===== src/source/dcache_geom_pkg.sv =====
// data cache geometry
// address, word and byte-mask widths
// default set index and tag widths
// word and byte-mask types

`default_nettype none

package dcache_geom_pkg;

    localparam int ADDR_W   = 64;
    localparam int DATA_W   = 64;
    localparam int MASK_W   = DATA_W / 8;
    localparam int OFFSET_W = 3;

    // 64 sets of one word each
    localparam int INDEX_W_DEFAULT = 6;
    localparam int TAG_W_DEFAULT   = ADDR_W - INDEX_W_DEFAULT - OFFSET_W;

    typedef logic [DATA_W-1:0] word_t;
    typedef logic [MASK_W-1:0] mask_t;

endpackage

`default_nettype wire


===== src/source/dcache_sram.sv =====
// storage array for tags or data words
// synchronous read, whole-entry write

`timescale 1ns/1ps
`default_nettype none

module dcache_sram #(
    parameter type entry_t = dcache_geom_pkg::word_t,
    parameter int  INDEX_W = dcache_geom_pkg::INDEX_W_DEFAULT
) (
    input  wire logic               clk,

    input  wire logic [INDEX_W-1:0] rd_index_i,
    output entry_t                  rdata_o,

    input  wire logic               we_i,
    input  wire logic [INDEX_W-1:0] wr_index_i,
    input  entry_t                  wdata_i
);

    localparam int DEPTH = 2 ** INDEX_W;

    entry_t mem_q [DEPTH];

    // read returns the old entry when read and write hit the same index
    always_ff @(posedge clk) begin
        if (we_i) begin
            mem_q[wr_index_i] <= wdata_i;
        end
        rdata_o <= mem_q[rd_index_i];
    end

endmodule

`default_nettype wire


===== config.mk =====
export PLATFORM = sky130hd
export DESIGN_NAME = dcache_sram
export DESIGN_NICKNAME = d
export VERILOG_FILES = /design/src/source/dcache_geom_pkg.sv /design/src/source/dcache_sram.sv
export SDC_FILE = /design/constraint.sdc
export NUM_CORES = 2
export LEC_CHECK = 0
export ABC_CLOCK_PERIOD_IN_PS = 14680
export BUFFER_PORTS_ARGS = -buffer_cell sky130_fd_sc_hd__buf_4
export CORE_MARGIN = 4
export CORE_UTILIZATION = 60
export DETAILED_ROUTE_END_ITERATION = 10
export HOLD_SLACK_MARGIN = 0.02
export PLACE_DENSITY_LB_ADDON = 0.08
export SKIP_CTS_REPAIR_TIMING = 1
export SLEW_MARGIN = 20
export SYNTH_ARGS = -nofsm -noshare
export SYNTH_HDL_FRONTEND = slang
export SYNTH_SLANG_ARGS = --single-unit

===== constraint.sdc =====
create_clock -name clk -period 14.68 [get_ports clk]
set_input_delay 2.936 -clock clk [delete_from_list [all_inputs] [get_ports clk]]
set_output_delay 2.936 -clock clk [all_outputs]
set_load 0.02 [all_outputs]

* Word-level counts from Yosys, hierarchy flattened
Memories as Yosys holds them, arrays and structs flattened. A register that Yosys moved wholly into a read port is not among the register bits.
Index checks and enable logic that the tools add are counted.
** Operators by class
- Mux-type cells :: 2
** Operators by type and width (count)
- 2-to-1 mux 1 bit :: 2
** Word-level totals
- Output and inout bits :: 64
- Memories kept :: 1
- Flip-flop bits (word level) :: 0
- Bits of input ports :: 78
- Logic and storage cells :: 3
- RAM bits :: 4096
** Memory list
- mem_q :: words 64, bits a word 64, read ports 1, clocked after Yosys merged registers in 1, wr ports 1, line dcache_sram.sv:23 : entry_t mem_q [DEPTH];

* Depth between registers and ports, before layout
- Depth in word-level cells :: 2
- Gate-level depth with buffers :: 9
- Gate-level depth less buffers :: 5

* Worst setup path after synthesis
No wires, ideal clock.
- Kind :: input-to-reg
- Start point :: in wr_index_i[3]
- End point :: mem mem_q[48][0] (netlist bit), enable pin
- Setup slack :: 6.308 ns
- Path buffers :: 1
- Data arrival time :: 7.808 ns
- Cell stages on the path :: 4
- Required time :: 14.116 ns
- Library setup time :: 0.564 ns
- Cell sequence :: clkbuf_1 -> nor2b_1 -> nand4b_1 -> nor3_1
** RTL lines
- from (decl) :: line dcache_sram.sv:17 : input wire logic [INDEX_W-1:0] wr_index_i,
- to (decl) :: line dcache_sram.sv:23
No word-level cell before the write port.

==> metrics.md <==
| Metric | Value |
|---|---|
| First-pass GRT wire length | `590800 um` |
| Worst-path clk slew | `0.06 ns` |
| Dpl ws | `7.545 ns` |
| Fin crit period | `6.220 ns` |
| Min-Delay Path Class | `reg -> reg` |
| Sequential share of power | `0.538` |
| Internal power | `0.01947 W` |
| Critical path data required time | `15.54 ns` |
| TritonCTS clock tree | `done` |
| Post-synth EDFFs | `4096` |
| Clock share of power | `0.416` |
| Post-Syn Instances | `6598` |
| WP data arrival | `7.08 ns` |
| Largest area contributor in the netlist | `edfxtp_1` |
| Clock latency on the worst-skew pair | `1.01 ns` |
| Hold Vio Cnt, Final | `0` |
| IO buf count | `141` |
| Average wire per standard cell | `39.10 um` |
| Met2 Resource Use GR | `0.4897` |
| Drt first pass iters | `6` |
| Sw Ratio | `0.2065` |
| Post-synth top cells | `edfxtp_1, mux4_2, buf_2` |
| Share of layout cells above drive strength 1 | `0.2796` |
| Slew Limit Headroom | `0.1844` |
| CP Class | `in -> reg` |
| Most common cell in the synthesized netlist | `edfxtp_1` |
| CTS Root Cell | `clkbuf_16` |
| Vias in the first global route | `75600` |
| VDD IR max | `138.3 uV` |
| Die span in y | `518.5 um` |
| Synth-to-Final Area Change | `12.21%` |
| Final worst path period share | `0.4237` |
| DR vias | `75920` |
| Seq cells post-synth | `4160` |
| Synth Warn # | `0` |
| Grt ovf | `0` |
| Global-route track usage on met1 | `0.4589` |
| Layer with the highest usage | `met2` |
| Seq/Total Area, Yosys | `0.7949` |
| Cell Area, Synth | `156300 um^2` |
| Routed WL | `420200 um` |
| Worst setup SP type | `input pin` |
| Initial Utilization | `0.6026` |
| Fillcell total | `15890` |
| Avg Synthesized Cell Area | `23.70 um^2` |
| Sw Pwr | `0.005069 W` |
| H-tree depth | `5` |
| Post-layout util | `0.6761` |
| Largest net degree at the start of global routing | `135` |
| Main area contributors after synthesis | `edfxtp_1, mux4_2, mux2i_1` |
| Setup violators final | `0` |
| Row count | `187` |
| RSZ-0062 raised after global routing | `no` |
| Async SR Flop Fraction | `0` |
| Routability Congestion | `0.7788` |
| Fin worst setup slack | `8.460 ns` |
| Pwr Density | `139.9 nW/um^2` |
| I/O pin cnt | `142` |
| Final Max Tran Viols | `0` |
| Synth unique cells | `33` |
| Vias per std cell | `7.064` |
| DPL Wire Length | `220000 um` |
| Final Skew | `0.07232 ns` |
| # nets final | `7078` |
| TritonCTS buffer count | `422` |
| CP Capture Type | `flop` |
| Combinational share of power | `0.046` |
| GR Util met3 | `0.06691` |
| Clk sink count | `4160` |
| Number of DRC markers in iteration 0 | `11010` |
| Top-area cell type share of the netlist area | `0.7867` |
| Crit-path max FO | `101` |
| Die X | `518.5 um` |
| Final setup TNS | `0 ns` |
| Initial antenna violation count | `21` |
| CTS Buffer Depth | `4` |
| Fmax | `160.8 MHz` |
| Status | `finished clean` |
| Primary FF master, synth | `edfxtp_1` |
| P_leak | `54.85 nW` |
| Slew @ Worst Pin | `1.223 ns` |
| Drt drc | `0` |
| Mapped Nets | `6676` |
| Gr usage total | `0.3155` |
| Hold WS | `0.8282 ns` |
| Die area | `268800 um^2` |
| Max-cap violations | `0` |
| Core area | `259500 um^2` |
| Antenna Violating Nets Remaining | `0` |
-- power by group through the flow --
| stage | Combinational (W) | Clock, W | Sequential, W |
|---|---|---|---|
| final | 0.00113 | 0.0102 | 0.0132 |
| after floorplan | 0.000612 | 0 | 0.0135 |
| after CTS | 0.00113 | 0.0103 | 0.0132 |
| after detailed placement | 0.00113 | 0 | 0.0135 |
| after global routing | 0.00119 | 0.0109 | 0.0132 |
| after global placement | 0.00111 | 0 | 0.0135 |
-- registers in the layout, indices dropped and copies added, names as in the netlist --
register,flops
mem_q,4096
rdata_o,64
-- layer usage --
metal,part of all wire,vias to the layer above
met3,0.11,760
met5,0.00013,-
met4,0.035,8
met2,0.48,4586
met1,0.38,41270
li1,-,29300
-- cell type report --
class	count	area, um^2	area share
antenna	20	50.05	0.0002853
clock buffer	529	11220	0.06395
clock inverter	220	1831	0.01043
inverter	19	71.32	0.0004065
multi-input combinational	2049	30780	0.1754
sequential	4160	124300	0.7084
tap	3402	4257	0.02426
timing repair buffer	348	2950	0.01682
-- metrics by stage --
stage	cells	power, W	instance area, um^2
2_1_floorplan	6598	0.01407	156300
3_3_place_gp	9968	0.01457	162100
3_5_place_dp	9972	0.01459	162200
4_1_cts	10720	0.02467	175300
5_1_grt	10740	0.02528	175400
6_report	10750	0.02454	175400
-- critical path: stages --
cell and delay (ns):
buf_8 0.31, buf_4 0.77, buf_12 0.61, buf_4 0.94
mux4_2 0.41, nor2b_1 0.14, a211oi_1 0.26, o22ai_1 0.23
and3_1 0.22
-- placed cells by master (no fill, tap or decap), types with 24 or more instances in the layout --
cell type | Yosys | layout
a211oi_1 | 63 | 63
a22o_1 | 88 | 88
a22oi_1 | 168 | 168
a41oi_1 | 26 | 26
and3_1 | 64 | 64
buf_4 | 34 | 322
bufinv_16 | 0 | 30
clkbuf_1 | 140 | 87
clkbuf_16 | 0 | 427
clkinv_1 | 0 | 93
clkinv_2 | 0 | 75
dfxtp_1 | 64 | 64
edfxtp_1 | 4096 | 4096
mux2i_1 | 135 | 135
mux4_2 | 1024 | 1024
nand2_1 | 58 | 55
nand3_1 | 45 | 45
nor2_1 | 112 | 47
nor2_4 | 0 | 65
nor2b_1 | 28 | 24
o221ai_1 | 38 | 38
o22ai_1 | 83 | 83
or2_2 | 28 | 28
or3_1 | 29 | 29
-- path summary, 6_finish.rpt --
kind / from / cells after the start / slack [ns] / endpoint
min reg2reg: mem_q[39][46] / 4 / 0.83 / rdata_o[46]
max: rd_index_i[1] / 9 / 8.46 / rdata_o[62]
min: mem_q[39][46] / 4 / 0.83 / rdata_o[46]
max reg2reg: mem_q[63][21] / 5 / 12.42 / rdata_o[21]
-- logic make-up (layout without fill, tap and decap cells) --
group,count (synthesis),after routing,share of synthesized area
buffers and inverters,389,1116,0.01180
flip-flops,4160,4160,0.7949
other,0,20,0
AO/OA/AOI/OAI,504,504,0.02477
AND/OR/NAND/NOR,386,386,0.01240
multiplexers,1159,1159,0.1561
Power figures use the tool's default switching activity.
