<file path="src/source/dcache_ctrl_pkg.sv">
// data cache controller encodings
// controller FSM states
// response data source select

`default_nettype none

package dcache_ctrl_pkg;

    typedef enum logic [2:0] {
        IDLE,
        LOOKUP,
        HIT,
        WBACK,
        REFILL,
        FILL_WRITE
    } ctrl_state_t;

    // which word feeds the response and the array write
    typedef enum logic [1:0] {
        WAY0,
        WAY1,
        MEM
    } resp_sel_t;

endpackage

`default_nettype wire

</file>
<file path="src/source/dcache_geom_pkg.sv">
// data cache geometry
// address, word and byte-mask widths
// default set index and tag widths
// word and byte-mask types

`default_nettype none

package dcache_geom_pkg;

    localparam int ADDR_W   = 64;
    localparam int DATA_W   = 64;
    localparam int MASK_W   = DATA_W / 8;
    localparam int OFFSET_W = 3;

    // 64 sets of one word each
    localparam int INDEX_W_DEFAULT = 6;
    localparam int TAG_W_DEFAULT   = ADDR_W - INDEX_W_DEFAULT - OFFSET_W;

    typedef logic [DATA_W-1:0] word_t;
    typedef logic [MASK_W-1:0] mask_t;

endpackage

`default_nettype wire

</file>
<file path="src/source/dcache_resp.sv">
// response path
// source word select, store byte merge
// registered load data and done pulse, victim word for write-back

`timescale 1ns/1ps
`default_nettype none

module dcache_resp (
    input  wire logic                  clk,
    input  wire logic                  rst,

    input  dcache_ctrl_pkg::resp_sel_t sel_i,
    input  wire logic                  fire_i,
    input  dcache_geom_pkg::word_t     way0_data_i,
    input  dcache_geom_pkg::word_t     way1_data_i,
    input  dcache_geom_pkg::word_t     mem_rdata_i,
    input  dcache_geom_pkg::word_t     wdata_i,
    input  dcache_geom_pkg::mask_t     mask_i,

    output dcache_geom_pkg::word_t     merged_o,
    output dcache_geom_pkg::word_t     victim_data_o,
    output dcache_geom_pkg::word_t     rdata_o,
    output logic                       done_o
);

    dcache_geom_pkg::word_t src;
    dcache_geom_pkg::word_t fill_q;

    // refill word is used the cycle after mem_ok_i
    always_ff @(posedge clk) begin
        fill_q <= mem_rdata_i;
    end

    always_comb begin
        case (sel_i)
            dcache_ctrl_pkg::WAY0: src = way0_data_i;
            dcache_ctrl_pkg::WAY1: src = way1_data_i;
            default:               src = fill_q;
        endcase
    end

    always_comb begin
        for (int b = 0; b < dcache_geom_pkg::MASK_W; b++) begin
            merged_o[8*b +: 8] = mask_i[b] ? wdata_i[8*b +: 8] : src[8*b +: 8];
        end
    end

    assign victim_data_o = (sel_i == dcache_ctrl_pkg::WAY1) ? way1_data_i : way0_data_i;

    always_ff @(posedge clk or negedge rst) begin
        if (!rst) begin
            done_o  <= 1'b0;
            rdata_o <= '0;
        end else begin
            done_o <= fire_i;
            if (fire_i) begin
                rdata_o <= merged_o;
            end
        end
    end

    assert property (@(posedge clk) disable iff (!rst) done_o |=> !done_o);

endmodule

`default_nettype wire

</file>
<file path="config.mk">
export PLATFORM = sky130hd
export DESIGN_NAME = dcache_resp
export DESIGN_NICKNAME = d
export VERILOG_FILES = /design/src/source/dcache_ctrl_pkg.sv /design/src/source/dcache_geom_pkg.sv /design/src/source/dcache_resp.sv
export SDC_FILE = /design/constraint.sdc
export NUM_CORES = 1
export LEC_CHECK = 0
export ABC_CLOCK_PERIOD_IN_PS = 1300
export BUFFER_PORTS_ARGS = -buffer_cell sky130_fd_sc_hd__buf_2
export CORE_AREA = 2 2 178 180
export CTS_CLUSTER_DIAMETER = 100
export DETAILED_ROUTE_END_ITERATION = 10
export DIE_AREA = 0 0 180 182
export PLACE_DENSITY = 0.66
export RECOVER_POWER = 100
export SYNTH_ARGS = -nofsm -noshare
export SYNTH_HDL_FRONTEND = slang
export SYNTH_SLANG_ARGS = --single-unit
</file>
<file path="constraint.sdc">
create_clock -name clk -period 1.3 [get_ports clk]
set_clock_uncertainty 0.1 [all_clocks]
set_input_delay 0.195 -clock clk [delete_from_list [all_inputs] [get_ports clk]]
set_output_delay 0.195 -clock clk [all_outputs]
set_load 0.02 [all_outputs]
</file>
## After elaboration in Yosys (flattened, before gate mapping)

Cells that the tools add are included.

| word-level totals | value |
|---|---|
| word-level logic and storage cells | 15 |
| bits in registers | 129 |
| input bits | 269 |

| operators by class | value |
|---|---|
| eq/ne operators | 1 |
| reductions and logical operators | 1 |
| mux-type cells | 10 |

Operator list:

| kind | number |
|---|---|
| case mux 64 bit (2 select lines) | 1 |
| 2-to-1 mux 64 bit | 1 |
| 2-to-1 mux 8 bit | 8 |
| == test 2 x 1 -> 1 bit, second input constant | 1 |
| zero test 2 bit | 1 |

## Logic depth before layout (Yosys ltp)

| logic depth | value |
|---|---|
| depth after elaboration | 3 |
| mapped depth | 6 |

## Worst setup path after synthesis

Ideal clock, no wire load.

| timing path | value |
|---|---|
| path kind | input to output |
| start point | in sel_i[0] |
| end point | out merged_o[0] |
| data required time | 1.005 ns |
| data arrival time | 1.100 ns |
| path slack | -0.095 ns |
| stages | 5 |
| path through | buf_6 > buf_12 > mux2_4 > o211ai_2 > nand2_1 |

| between the ends | value |
|---|---|
| longest elaborated chain between the ends | 3 |
| elaborated cells on any way between the ends | 4 |
| classes of those cells | 1 x eq/ne; 2 x mux; 1 x reduce/logical |

RTL lines:

| element | line | RTL |
|---|---|---|
| from (decl) | dcache_resp.sv:12 | `input dcache_ctrl_pkg::resp_sel_t sel_i,` |
| == test 2 x 1 -> 1 bit / zero test 2 bit (equally long branches) | dcache_resp.sv:35 | `case (sel_i)` |
| case mux 64 bit (2 select lines) * | dcache_resp.sv:35 |  |
| 2-to-1 mux 8 bit * | dcache_resp.sv:44 | `merged_o[8*b +: 8] = mask_i[b] ? wdata_i[8*b +: 8] : src[8*b +: 8];` |
| to (decl) | dcache_resp.sv:20 | `output dcache_geom_pkg::word_t merged_o,` |

Mark *: on every way between the ends. The rest lies on a longest branch, timed or not.

## Worst setup path after layout

| timing path | value |
|---|---|
| start point | in sel_i[0] |
| end point | out victim_data_o[55] |

| between the ends | value |
|---|---|
| longest elaborated chain between the ends | 2 |

RTL lines:

| element | line | RTL |
|---|---|---|
| == test 2 x 1 -> 1 bit | dcache_resp.sv:48 | `assign victim_data_o = (sel_i == dcache_ctrl_pkg::WAY1) ? way1_data_i : way0_data_i;` |
| 2-to-1 mux 64 bit | dcache_resp.sv:48 |  |
| to (decl) | dcache_resp.sv:21 | `output dcache_geom_pkg::word_t victim_data_o,` |

Every way passes these cells.

==> summary.txt <==
Status
  – Status: finished with violations
  – Failing checks: negative setup slack

Logic synthesis
  – Post-synthesis instance area: 0.008956 mm^2
  – Syn Inst Count: 790
  – Synth unique cells: 21
  – Mean Syn Cell Area: 11.34 um^2
  – Ranking of synthesized cells by area: dfrtp_1 (18%), dfxtp_1 (14%), mux2_4 (10%)
  – Syn Nets: about 1,100
  – Area leader, netlist: dfrtp_1
  – Ys flop type: dfrtp_1
  – Post-synthesis sequential area ratio: about a third
  – Top cell type's share of synthesized area: ~18%
  – Yosys reg bits: 129
  – Count leader, synth: nand2_1
  – Synth warn: 0
  – Post-synth EDFFs: 0
  – Post-synth top cells: nand2_1 (128), dfrtp_1 (65)
  – Synth async-reset ratio: 50.39%

Die
  – Num ports: between 400 and 500
  – Initial core utilization: 28.90%
  – Placeable Area: between 0.03 and 0.04 mm^2
  – Die Span X: ~180 um
  – Total die area: 0.03276 mm^2
  – Die Ht: around 180 um
  – Row count: 65

Critical path
  – CP Launch Point: sel_i[0]
  – Critical path class: primary input to output port
  – Cell Chain, Critical Path: buf_12 -> nor2b_4 -> buf_12 -> buf_16 -> mux2_2 -> buf_2
  – Reg-to-reg slack, setup: ~0.2 ns
  – CP max stage delay: 0.34 ns
  – Crit path capture type: output port
  – CP max FO: 12
  – Critical Path End: victim_data_o[55]
  – CP Data Arrival Time: 1.37 ns
  – Most frequent CP cell: buf_12
  – Slowest-stage cell, CP: mux2_2
  – Startpoint Class: primary input
  – Reg-to-Reg Start: rdata_o[46]$_DFFE_PN0P_
  – Reg2reg path depth: 4
  – Crit path required time: 1.00 ns
  – Worst r2r dst: rdata_o[46]$_DFFE_PN0P_

Hold path
  – Hold WC Path Type: primary input to flop
  – Worst Hold Launch: wdata_i[44]
  – WHS Path Cells: 3

Detailed routing
  – Starting DRT DRC Count: 269
  – Avg WL per Cell: between 15 and 20 um
  – Drt total wl: between 30,000 and 40,000 um
  – Vias per cell: roughly 4.7
  – Vias: a little under 9,000
  – Post-DRT Antenna Nets: 0
  – DRT Pass-1 Iters: 4
  – DRC errors left: 0

Placement
  – I/O Buffers: 461
  – GPL Wtd Cong: between 0.8 and 0.9
  – Placement Setup Slack: -0.4324 ns
  – Post-DP HPWL: 23,260 um

Clock network
  – Clock Path Buffers: 2
  – Clock slew at reported path FFs: approximately 0.070 ns
  – H-Tree Depth: 4
  – CTS root buf: clkbuf_16
  – Clk_lat worst skew: about 0.42 ns
  – CTS buffer count: 17
  – CTS tree: built
  – Clock sink count: between 100 and 150

Pwr
  – Max VDD drop: between 0.0007 and 0.0008 V
  – Pwr per Cell Area: roughly 1000 mW/mm^2
  – Leak pwr: 7.443 nW

Timing
  – Normalized max-slew margin: ~55%
  – Fmax: 600.1 MHz
  – Setup TNS: -36.50 ns
  – Tmin final: between 1.5 and 2 ns
  – Pins Over Slew Limit: 0
  – RSZ-0062 raised after global routing: yes
  – Crit share post-route: 128.2%
  – Final worst slack: -0.3665 ns
  – Slew @ Worst Pin: 0.6675 ns
  – Final hold viol count: 0
  – Final setup violation count: around 130

Global route
  – Vias in the first global route: 9,032
  – First-pass GRT wire length: between 40,000 and 50,000 um
  – Grt ovf: 0
  – GRT Resource Usage Total: about a fifth
  – Initial antenna violation count: 2
  – Largest net degree at the start of global routing: 66

Layout
  – Fillers: between 2,000 and 3,000
  – Layout Utilization: between 40 and 50%
  – Synthesis-to-finish area growth: 70.62%
  – Share of cells above drive strength 1: about 69%
  – Layout Nets: ~1,800

Job
  – Maxcap violations: 0
-- critical path: cells and delay by family --
family	cells	cell delay, ns
AND/OR/NAND/NOR	1	0.20
buffers and inverters	4	0.62
multiplexers	1	0.34
-- worst min-delay path by stage --
stage / endpoint / slack, ns
after floorplan: done_o$_DFF_PN0_ / -0.20
after global placement: done_o$_DFF_PN0_ / 0.13
after detailed placement: done_o$_DFF_PN0_ / 0.13
after CTS: rdata_o[44]$_DFFE_PN0P_ / 0.0005
after global routing: rdata_o[62]$_DFFE_PN0P_ / 0.004
final: rdata_o[44]$_DFFE_PN0P_ / 0.009
-- cell families (layout without fill, tap and decap cells) --
family          count (synthesis)  after routing  share of synthesized area (%)
buf+inv                        76            789                          7.334
other cells                     0              2                              0
flops                         129            129                          32.47
compound gates                192            192                          23.75
mux                           192            192                          25.76
simple gates                  201            201                          10.69
-- through the flow --
step	hold WS, ns	instance area, um^2	instances	power (mW)
finish	0.008596	15280	1907	14.92
global route	0.004232	15280	1907	15.64
CTS	0.0005494	14750	1871	14.68
detailed placement	0.1340	12440	1715	9.149
global placement	0.1285	12440	1715	9.088
floorplan	-0.2006	9140	790	7.397
-- final cells by class --
type                            count  area, um^2  share of cell area, %
Antenna cell                        2       5.005                0.03275
Clock buffer                       18       439.2                  2.874
Clock inverter                     14       132.6                 0.8679
Inverter                            8       47.55                 0.3111
Multi-Input combinational cell    585        5582                  36.53
Sequential cell                   129        2909                  19.04
Tap cell                          402       503.0                  3.292
Timing Repair Buffer              749        5663                  37.06
-- layout by cell type (no fill, tap or decap), types with 6 or more instances in the layout --
master / Yosys / layout
a21oi_1: 4 / 6
a21oi_2: 60 / 58
buf_12: 6 / 12
buf_16: 0 / 7
buf_2: 19 / 325
buf_4: 24 / 191
buf_6: 19 / 94
clkbuf_1: 0 / 7
clkbuf_16: 0 / 18
clkbuf_2: 0 / 11
dfrtp_1: 65 / 65
dfxtp_1: 64 / 63
dlygate4sd3_1: 0 / 97
inv_4: 7 / 7
mux2_2: 8 / 21
mux2_4: 60 / 107
mux2i_1: 64 / 64
nand2_1: 128 / 68
nand2_2: 0 / 60
nand2b_1: 64 / 53
nand2b_4: 0 / 11
o211ai_2: 60 / 60
o22ai_1: 0 / 35
o22ai_2: 64 / 29
or3b_1: 8 / 8
-- where the power goes --
| part | internal (mW) | total (mW) | switching (mW) |
|---|---|---|---|
| logic | 2.91 | 5.62 | 2.71 |
| registers | 4.34 | 4.53 | 0.189 |
| clock network | 2.71 | 4.77 | 2.06 |
-- registers in the layout, indices dropped and copies added (netlist names) --
| name | count |
|---|---|
| fill_q | 64 |
| done_o | 1 |
| rdata_o | 64 |
-- per-layer routing --
layer / part of all wire [%] / vias to the layer above / GRT usage, %
met5: 0 / - / 0
met4: 2.1 / 0 / 5.951
met3: 5.1 / 38 / 3.710
met2: 54 / 334 / 35.91
met1: 39 / 4250 / 20.95
li1: - / 4265 / -
-- repair_timing --
item                                   4_1_cts  5_1_grt
setup endpoints to repair                  145      180
cloned                                       7        1
setup buffers                               21       34
pin swaps                                    6       17
endpoints found under the hold margin      160        1
gates resized for setup                    117      185
hold buffers                                96        1
(Power assumes the default switching activity.)
