$ cat src/source/dcache_geom_pkg.sv
// data cache geometry
// address, word and byte-mask widths
// default set index and tag widths
// word and byte-mask types

`default_nettype none

package dcache_geom_pkg;

    localparam int ADDR_W   = 64;
    localparam int DATA_W   = 64;
    localparam int MASK_W   = DATA_W / 8;
    localparam int OFFSET_W = 3;

    // 64 sets of one word each
    localparam int INDEX_W_DEFAULT = 6;
    localparam int TAG_W_DEFAULT   = ADDR_W - INDEX_W_DEFAULT - OFFSET_W;

    typedef logic [DATA_W-1:0] word_t;
    typedef logic [MASK_W-1:0] mask_t;

endpackage

`default_nettype wire

$ cat src/source/dcache_lookup_if.sv
// captured core request, decode to controller
// completion pulse back from the controller

`timescale 1ns/1ps
`default_nettype none

interface dcache_lookup_if #(
    parameter int INDEX_W = dcache_geom_pkg::INDEX_W_DEFAULT,
    parameter int TAG_W   = dcache_geom_pkg::TAG_W_DEFAULT
) ();

    logic                  req_valid;
    logic                  is_store;
    logic [TAG_W-1:0]      tag;
    logic [INDEX_W-1:0]    index;
    dcache_geom_pkg::word_t wdata;
    dcache_geom_pkg::mask_t mask;
    logic                  req_done;

    modport decode (output req_valid, is_store, tag, index, wdata, mask, input req_done);
    modport ctrl (input req_valid, is_store, tag, index, wdata, mask, output req_done);

endinterface

`default_nettype wire

$ cat src/source/dcache_req_decode.sv
// core request capture
// address split into tag and set index
// busy flag against recapture of a retiring request

`timescale 1ns/1ps
`default_nettype none

module dcache_req_decode #(
    parameter int INDEX_W = dcache_geom_pkg::INDEX_W_DEFAULT,
    parameter int TAG_W   = dcache_geom_pkg::TAG_W_DEFAULT
) (
    input  wire logic                               clk,
    input  wire logic                               rst,

    input  wire logic                               mem_rd_i,
    input  wire logic                               mem_wr_i,
    input  wire logic [dcache_geom_pkg::ADDR_W-1:0] addr_i,
    input  dcache_geom_pkg::word_t                  wdata_i,
    input  dcache_geom_pkg::mask_t                  mask_i,

    dcache_lookup_if.decode                         lk
);

    logic                   capture;
    logic                   busy_q;
    logic                   valid_q;
    logic                   done_seen_q;
    logic                   is_store_q;
    logic [TAG_W-1:0]       tag_q;
    logic [INDEX_W-1:0]     index_q;
    dcache_geom_pkg::word_t wdata_q;
    dcache_geom_pkg::mask_t mask_q;

    assign capture = (mem_rd_i || mem_wr_i) && !busy_q;

    always_ff @(posedge clk or negedge rst) begin
        if (!rst) begin
            busy_q      <= 1'b0;
            valid_q     <= 1'b0;
            done_seen_q <= 1'b0;
        end else begin
            done_seen_q <= lk.req_done;
            // busy outlives valid by one cycle, the core drops its request then
            if (done_seen_q) begin
                busy_q <= 1'b0;
            end
            if (lk.req_done) begin
                valid_q <= 1'b0;
            end
            if (capture) begin
                busy_q  <= 1'b1;
                valid_q <= 1'b1;
            end
        end
    end

    always_ff @(posedge clk) begin
        if (capture) begin
            is_store_q <= mem_wr_i;
            tag_q      <= addr_i[dcache_geom_pkg::ADDR_W-1 -: TAG_W];
            index_q    <= addr_i[dcache_geom_pkg::OFFSET_W +: INDEX_W];
            wdata_q    <= wdata_i;
            // loads merge nothing
            mask_q     <= mem_wr_i ? mask_i : '0;
        end
    end

    assign lk.req_valid = valid_q;
    assign lk.is_store  = is_store_q;
    assign lk.tag       = tag_q;
    assign lk.index     = index_q;
    assign lk.wdata     = wdata_q;
    assign lk.mask      = mask_q;

    // the edge after completion must not pick the old request up again
    assert property (@(posedge clk) disable iff (!rst) lk.req_done |=> !capture);

endmodule

`default_nettype wire

$ cat src/flat_wrapper.sv
// flat-port wrapper written by rule: the top's interface ports become plain ports
module dcache_req_decode_flat 
#(
    parameter int INDEX_W = dcache_geom_pkg::INDEX_W_DEFAULT,
    parameter int TAG_W   = dcache_geom_pkg::TAG_W_DEFAULT
)
  (clk, rst, mem_rd_i, mem_wr_i, addr_i, wdata_i, mask_i, lk_req_valid, lk_is_store, lk_tag, lk_index, lk_wdata, lk_mask, lk_req_done);
  dcache_lookup_if #(.INDEX_W(INDEX_W), .TAG_W(TAG_W)) lk_i ();
  input  wire logic clk;
  input  wire logic rst;
  input  wire logic mem_rd_i;
  input  wire logic mem_wr_i;
  input  wire logic [dcache_geom_pkg::ADDR_W-1:0] addr_i;
  input  dcache_geom_pkg::word_t wdata_i;
  input  dcache_geom_pkg::mask_t mask_i;
  output wire logic [$bits(lk_i.req_valid)-1:0] lk_req_valid;
  output wire logic [$bits(lk_i.is_store)-1:0] lk_is_store;
  output wire logic [$bits(lk_i.tag)-1:0] lk_tag;
  output wire logic [$bits(lk_i.index)-1:0] lk_index;
  output wire logic [$bits(lk_i.wdata)-1:0] lk_wdata;
  output wire logic [$bits(lk_i.mask)-1:0] lk_mask;
  input wire logic [$bits(lk_i.req_done)-1:0] lk_req_done;
  assign lk_req_valid = lk_i.req_valid;
  assign lk_is_store = lk_i.is_store;
  assign lk_tag = lk_i.tag;
  assign lk_index = lk_i.index;
  assign lk_wdata = lk_i.wdata;
  assign lk_mask = lk_i.mask;
  assign lk_i.req_done = lk_req_done;
  dcache_req_decode #(.INDEX_W(INDEX_W), .TAG_W(TAG_W)) u_core (.clk(clk), .rst(rst), .mem_rd_i(mem_rd_i), .mem_wr_i(mem_wr_i), .addr_i(addr_i), .wdata_i(wdata_i), .mask_i(mask_i), .lk(lk_i));
endmodule
$ cat config.mk
export PLATFORM = sky130hd
export DESIGN_NAME = dcache_req_decode_flat
export DESIGN_NICKNAME = d
export VERILOG_FILES = /design/src/source/dcache_geom_pkg.sv /design/src/source/dcache_lookup_if.sv /design/src/source/dcache_req_decode.sv /design/src/flat_wrapper.sv
export SDC_FILE = /design/constraint.sdc
export NUM_CORES = 1
export LEC_CHECK = 0
export BUFFER_PORTS_ARGS = -buffer_cell sky130_fd_sc_hd__buf_2
export CAP_MARGIN = 20
export CORE_AREA = 2 2 108 110
export DETAILED_ROUTE_END_ITERATION = 8
export DIE_AREA = 0 0 110 112
export PLACE_DENSITY = 0.72
export SYNTH_ARGS = -nofsm -noshare
export SYNTH_HDL_FRONTEND = slang
export SYNTH_SLANG_ARGS = --single-unit
$ cat constraint.sdc
create_clock -name clk -period 8.4 [get_ports clk]
set_input_delay 0.84 -clock clk [delete_from_list [all_inputs] [get_ports clk]]
set_output_delay 0.84 -clock clk [all_outputs]
set_load 0.01 [all_outputs]
-- Word-level counts from Yosys, hierarchy flattened
Cells that the tools add are included.
- bits of input ports: 141
- output and inout port bits: 135
- register bits: 137
- word-level logic and storage cells: 17
- muxes and demuxes: 4
- reductions and logical operators: 5
- operators with widths (cell ; count):
    $mux W1 ; 4
    $reduce_bool A2 Y1 ; 2
    $logic_and A1 B1 Y1 ; 1
    $logic_not A1 Y1 ; 1
    $logic_or A1 B1 Y1 ; 1

-- Logic depth before layout (Yosys ltp)
Gate-level depths: netlist (run 1).
- depth after elaboration: 3
- mapped depth: 2

-- Worst setup path after synthesis (run 1)
Ideal clock, no wire load.
- kind: input to register
- start point: in mem_wr_i
- end point: reg u_core.index_q[0], in the netlist u_core.lk.index[0], enable pin
- stages: 2
- setup slack: 1259 ps
- required time: 7768 ps
- library setup time: 632 ps
- arrival: 6508 ps
- cell sequence: nor2_1 nor2_1
- word-level cells in the longest chain between the ends: 2
- ends and longest elaborated chain (what ; line ; source):
    start: declaration ; flat_wrapper.sv:12 ; input wire logic mem_wr_i;
    $logic_or A1 B1 Y1 ; dcache_req_decode.sv:34 ; assign capture = (mem_rd_i || mem_wr_i) && !busy_q;
    $logic_and A1 B1 Y1 ; dcache_req_decode.sv:34 ;
    via u_core.capture ; dcache_req_decode.sv:24 ; logic capture;
    end signal: assignment ; dcache_req_decode.sv:61 ; index_q <= addr_i[dcache_geom_pkg::OFFSET_W +: INDEX_W];
    end: declaration ; dcache_req_decode.sv:30 ; logic [INDEX_W-1:0] index_q;
The timed path passes the listed nets, and every way through them passes these cells.
A chain may end at the register's enable or synchronous reset.

-- Final worst setup path (run 1)
- start point: in mem_wr_i
- end point: reg u_core.tag_q[46], in the netlist u_core.lk.tag[46], enable pin
- word-level cells in the longest chain between the ends: 2
- ends and longest elaborated chain (what ; line ; source):
    $logic_or A1 B1 Y1 ; dcache_req_decode.sv:34 ;
    $logic_and A1 B1 Y1 ; dcache_req_decode.sv:34 ;
    via u_core.capture ; dcache_req_decode.sv:24 ;
    end signal: assignment ; dcache_req_decode.sv:60 ; tag_q <= addr_i[dcache_geom_pkg::ADDR_W-1 -: TAG_W];
    end: declaration ; dcache_req_decode.sv:29 ; logic [TAG_W-1:0] tag_q;
The timed path passes the listed nets, and every way through them passes these cells.

==> impl_metrics.py, run 1 <==
metrics = {
    "clocking": {
        "cts-htree-levels": 4,
        "cts_setup_buffers": 0,
        "clock_transition_time_at_the_flip_flop_clock_pins_of_the_worst_setup_and_hold_paths_ns": 0.06,
        "clk_root_buffer_cell": "clkbuf_16",
        "tritoncts_clock_tree": "built",
        "post_cts_resized": 0,
        "clock-sinks": 137,
        "post_cts_hold_buffer_count": 0,
        "clk_path_buf_depth": 2,
        "clkLatencyLatePin_ns": 0.40,
        "numCtsBuffers": 17,
    },
    "detailed_routing": {
        "postRouteWirelength_mm": 9.63,
        "drtAntennaViolNets": 0,
        "viasPerCell": 4.22,
        "drc_errors": 0,
        "wl_per_cell_um": 16.1,
        "detailroute.via_count": 2534,
        "firstDrtPassIters": 4,
        "drt_first_iter_violations": 102,
    },
    "die": {
        "die-height_um": 112,
        "rows": 39,
        "io-pin-count": 276,
        "effective_utilization_at_floorplan_pct": 37.5,
        "die_width_um": 110,
        "coreArea_um2": 11200,
        "die_footprint_um2": 12300,
    },
    "grt": {
        "grt_overflow": 0,
        "grt_antenna_before_repair": 0,
        "global_route.usage.total_pct": 15.7,
        "grt_pass1_vias": 2674,
        "maximum_number_of_pins_on_one_net_before_global_route_repair": 71,
        "global_route_wire_length_before_repair_mm": 13.8,
    },
    "power": {
        "p_leak_nw": 2.70,
        "vdd.ir_drop.worst_mv": 0.134,
        "power_density_nw_per_um2": 264,
    },
    "synthesis": {
        "main_combinational_cell_family_by_area_after_synthesis": "simple AND/OR/NAND/NOR gates",
        "post_synthesis_sequential_area_ratio_pct": 97.9,
        "synth.avg_cell_area_um2": 27.7,
        "library_cell_with_the_largest_summed_area_after_synthesis": "edfxtp_1",
        "synth_nets": 292,
        "synth_simple_gate_area_share_pct": 1.73,
        "yosys.area_share.adder_pct": 0,
        "postSynthCellCount": 151,
        "synth_xor_area_share_pct": 0,
        "synth.lib_cells_used.distinct": 8,
        "synth-seq-cells": 137,
        "synth_top_cells_by_area": "edfxtp_1 96%, dfrtp_1 1.8%, and2_2 1.4%, nor2_1 0.18%, o22ai_1 0.15%",
        "yosysTopAreaCellShare_pct": 96.1,
        "synth_compound_area_share_pct": 0.269,
        "synth_area_um2": 4190,
        "synthMuxAreaShare_pct": 0,
        "synth-warning-count": 0,
    },
    "sta": {
        "fin_hold_ws_ns": 0.225,
        "final_report_max_slew_violation_count": 0,
        "skew_ns": 0.00631,
        "finalSetupTns_ns": 0,
        "final_period_minus_worst_setup_slack_ns": 1.90,
        "max_slew.worst_pin.slew_ns": 0.866,
        "period_share_pct": 22.7,
        "hold_viol": 0,
        "clock.fmax_ghz": 0.526,
        "slew_headroom_pct": 42.3,
        "setup_violations": 0,
        "rsz0062_at_grt": "false",
    },
    "outcome": {
        "outcome": "completed",
    },
    "finish": {
        "final_layout_size_suffix_gt1_share_pct": 67.2,
        "final_cell_count_no_fill": 600,
        "areaGrowthSynthToFinish_pct": 51.0,
        "finish.net_count": 585,
        "postLayoutCellArea_um2": 6320,
        "antenna_cells": 0,
        "n_fill_cell": 943,
    },
    "critical_path": {
        "worst_r2r_path_depth": 2,
        "number_of_buffers_and_inverters_on_the_critical_path": 2,
        "critical_path.max_fanout": 70,
        "timing.critical_path.slowest_stage_cell": "buf_4",
        "cp_num_cells": 4,
        "worst_setup_path_end_kind": "register",
        "critPathTopFamily": "buffers and inverters",
        "cp_data_arrival_time_ns": 1.92,
        "cp_data_required_time_ns": 8.42,
        "cp-start-kind": "input pin",
        "max_stage_delay_ns": 0.69,
        "timing.critical_path.cells": "buf_2 -> nor2_1 -> nor2_4 -> buf_4",
        "criticalPathCategory": "input pin to register",
    },
    "place": {
        "io_buffer_count": 272,
        "number_of_placed_cells_counting_well_taps": 568,
        "placedInstanceArea_um2": 5750,
        "place.gp.congestion": 0.738,
        "dp.final_hpwl_mm": 7.30,
    },
    "job": {
        "maxCapViolations": 0,
    },
    "worst_hold_path": {
        "worstHoldPathType": "input pin to asynchronous set/reset pin",
    },
}
==> logic make-up after synthesis <==
| kind of cell | count (synthesis) |
|---|---|
| buf+inv | 1 |
| flops | 137 |
| simple gates | 11 |
| compound gates | 2 |
==> path summary, 6_finish.rpt <==
| path | from | endpoint | slack, ns |
|---|---|---|---|
| worst max register to register | u_core.busy_q$_DFFE_PN0P_ | u_core.lk.tag[46]$_DFFE_PP_ | 6.76 |
| worst min register to register | u_core.done_seen_q$_DFF_PN0_ | u_core.busy_q$_DFFE_PN0P_ | 0.43 |
| worst max-delay path | mem_wr_i | u_core.lk.tag[46]$_DFFE_PP_ | 6.50 |
| max in group asynchronous | rst | u_core.busy_q$_DFFE_PN0P_ | 8.07 |
| min in group clk | u_core.done_seen_q$_DFF_PN0_ | u_core.busy_q$_DFFE_PN0P_ | 0.43 |
| worst min-delay path | rst | u_core.lk.req_valid$_DFFE_PN0P_ | 0.23 |
==> cells in the final DEF (no fill, tap or decap), drive strengths merged <==
cell / n
buf: 274
a21oi: 1
clkinvlp: 1
bufinv: 3
clkinv: 5
and2: 8
edfxtp: 134
o22ai: 1
dfrtp: 3
nor3: 1
clkbuf: 23
inv: 1
nor2: 2
==> report_power, final <==
part	total [W]	internal (W)	switching (W)
Combinational	0.000130	0.0000540	0.0000757
Sequential	0.000826	0.000813	0.0000126
Clock	0.000713	0.000464	0.000249
==> cells in the mapped netlist <==
library cell  count
nor2_1            2
and2_2            8
o22ai_1           1
a21oi_1           1
inv_1             1
edfxtp_1        134
dfrtp_1           3
nor3_1            1
==> registers in the layout (all words and copies together) (netlist names) <==
name / flops
u_core.lk.wdata: 64
u_core.lk.tag: 55
u_core.lk.mask: 8
u_core.lk.index: 6
u_core.busy_q: 1
u_core.done_seen_q: 1
u_core.lk.is_store: 1
u_core.lk.req_valid: 1
==> metrics by stage <==
step | power [W] | setup WS (ns) | utilization, %
finish | 0.00167 | 6.50 | 56.6
global route | 0.00173 | 6.40 | 56.6
CTS | 0.00169 | 6.52 | 56.6
detailed placement | 0.000972 | 6.09 | 51.4
global placement | 0.000966 | 6.13 | 51.4
floorplan | 0.000896 | 1.26 | -
==> routing by layer <==
layer / track usage (%) / wire length, um / vias to the layer above
met2: 26.7 / 5070 / 154
met5: 0 / 0 / -
met3: 6.91 / 969 / 10
met1: 16.4 / 3470 / 1177
met4: 7.00 / 112 / 0
li1: - / - / 1193
==> area by class of cell <==
type                            instances  area [um^2]  share of cell area [%]
Sequential cell                       137         4100                    64.8
Clock inverter                          9          124                    1.96
Multi-Input combinational cell         13         91.3                    1.44
Inverter                                1         3.75                  0.0594
Timing Repair Buffer                  274         1380                    21.8
Tap cell                              143          179                    2.83
Clock buffer                           23          448                    7.09
Power figures use the tool's default switching activity.
==> run 2, diff against run 1 <==
clock period = 1.85 ns   (was 8.4 ns; I/O delays follow)
==> impl_metrics.py, run 2 <==
metrics = {
    "synthesis": {
        "synth.avg_cell_area_um2": 27.7,
        "synth.top_cells.by_count": "134 x edfxtp_1, 8 x and2_2, 3 x dfrtp_1",
        "async_reset_ff_share_pct": 2.19,
        "post_synthesis_sequential_area_ratio_pct": 97.9,
        "postSynthCellCount": 151,
        "library_cell_with_the_largest_summed_area_after_synthesis": "edfxtp_1",
        "synth.lib_cells_used.distinct": 8,
        "synth-seq-cells": 137,
        "synth_top_cells_by_area": "edfxtp_1 96%, dfrtp_1 1.8%, and2_2 1.4%, nor2_1 0.18%, o22ai_1 0.15%",
        "synth_nets": 292,
        "synth-warning-count": 0,
        "synthFlopType": "edfxtp_1",
        "synth_enable_flop_cells": 134,
        "synth_area_um2": 4190,
        "yosysTopAreaCellShare_pct": 96.1,
        "post-synth-top-count-cell": "edfxtp_1",
    },
    "outcome": {
        "failed_stage": "clock tree synthesis",
        "error_message": "[ERROR RSZ-0060] Max buffer count reached.",
        "outcome": "did not finish",
    },
    "die": {
        "effective_utilization_at_floorplan_pct": 37.5,
        "die-height_um": 112,
        "io-pin-count": 276,
        "rows": 39,
        "die_width_um": 110,
    },
    "clocking": {
        "clk_root_buffer_cell": "clkbuf_16",
        "numCtsBuffers": 17,
        "cts-htree-levels": 4,
        "clk_path_buf_depth": 2,
        "clock-sinks": 137,
        "cts_setup_buffers": 0,
        "post_cts_hold_buffer_count": 121,
        "post_cts_resized": 0,
    },
    "place": {
        "post-place-ws_ns": 0.443,
        "place.gp.congestion": 0.697,
        "number_of_placed_cells_counting_well_taps": 568,
        "io_buffer_count": 272,
    },
}
-- run 2: cell counts after synthesis --
Identical to the previous run, type by type.
-- run 2: kinds of logic after synthesis --
logic type | Yosys count | synth area share [%]
flops | 137 | 97.9
simple gates | 11 | 1.73
compound gates | 2 | 0.269
buf+inv | 1 | 0.0896
-- run 2: per-stage QoR --
step,setup TNS (ns),cell area [um^2]
floorplan,-129.77,4190
global placement,0,5770
detailed placement,0,5770
==> run 3, diff against run 2 <==
CORE_AREA = not set   (was 2 2 108 110)
CORE_UTILIZATION = 33   (was not set)
DIE_AREA = not set   (was 0 0 110 112)
PLACE_DENSITY = not set   (was 0.72)
PLACE_DENSITY_LB_ADDON = 0.15   (was not set)
==> impl_metrics.py, run 3 <==
metrics = {
    "die": {
        "effective_utilization_at_floorplan_pct": 34.3,
        "die-height_um": 115,
        "die_width_um": 115,
        "rows": 40,
        "io-pin-count": 276,
    },
    "place": {
        "place.gp.congestion": 0.745,
        "post-place-ws_ns": 0.477,
        "io_buffer_count": 272,
        "dp.final_hpwl_mm": 6.73,
    },
    "synthesis": {
        "synth_enable_flop_cells": 134,
        "postSynthCellCount": 151,
        "async_reset_ff_share_pct": 2.19,
        "synth_nets": 292,
        "synthFlopType": "edfxtp_1",
        "synth_area_um2": 4190,
        "synth-seq-cells": 137,
        "synth_top_cells_by_area": "edfxtp_1 96%, dfrtp_1 1.8%, and2_2 1.4%, nor2_1 0.18%, o22ai_1 0.15%",
        "library_cell_with_the_largest_summed_area_after_synthesis": "edfxtp_1",
        "post_synthesis_sequential_area_ratio_pct": 97.9,
        "post-synth-top-count-cell": "edfxtp_1",
        "synth.avg_cell_area_um2": 27.7,
        "synth-warning-count": 0,
        "synth.top_cells.by_count": "134 x edfxtp_1, 8 x and2_2, 3 x dfrtp_1",
        "synth.lib_cells_used.distinct": 8,
        "yosysTopAreaCellShare_pct": 96.1,
    },
    "clocking": {
        "cts-htree-levels": 4,
        "clk_root_buffer_cell": "clkbuf_16",
        "clock-sinks": 137,
        "post_cts_resized": 0,
        "clk_path_buf_depth": 2,
        "post_cts_hold_buffer_count": 126,
        "numCtsBuffers": 17,
        "cts_setup_buffers": 0,
    },
    "outcome": {
        "failed_stage": "clock tree synthesis",
        "error_message": "[ERROR RSZ-0060] Max buffer count reached.",
        "outcome": "did not finish",
    },
}
-- run 3: cell families after synthesis --
group / Yosys count / share of synthesized area [%]
AOI/OAI and AO/OA: 2 / 0.269
DFF: 137 / 97.9
and+or+nand+nor: 11 / 1.73
buffers and inverters: 1 / 0.0896
-- run 3: metrics by stage --
stage	instances	cell area [um^2]	hold WS (ns)	TNS, ns	utilization [%]
2_1_floorplan	151	4190	-0.111	-129.77	-
3_3_place_gp	593	5810	-0.0202	0	47.5
3_5_place_dp	593	5810	-0.0145	0	47.5
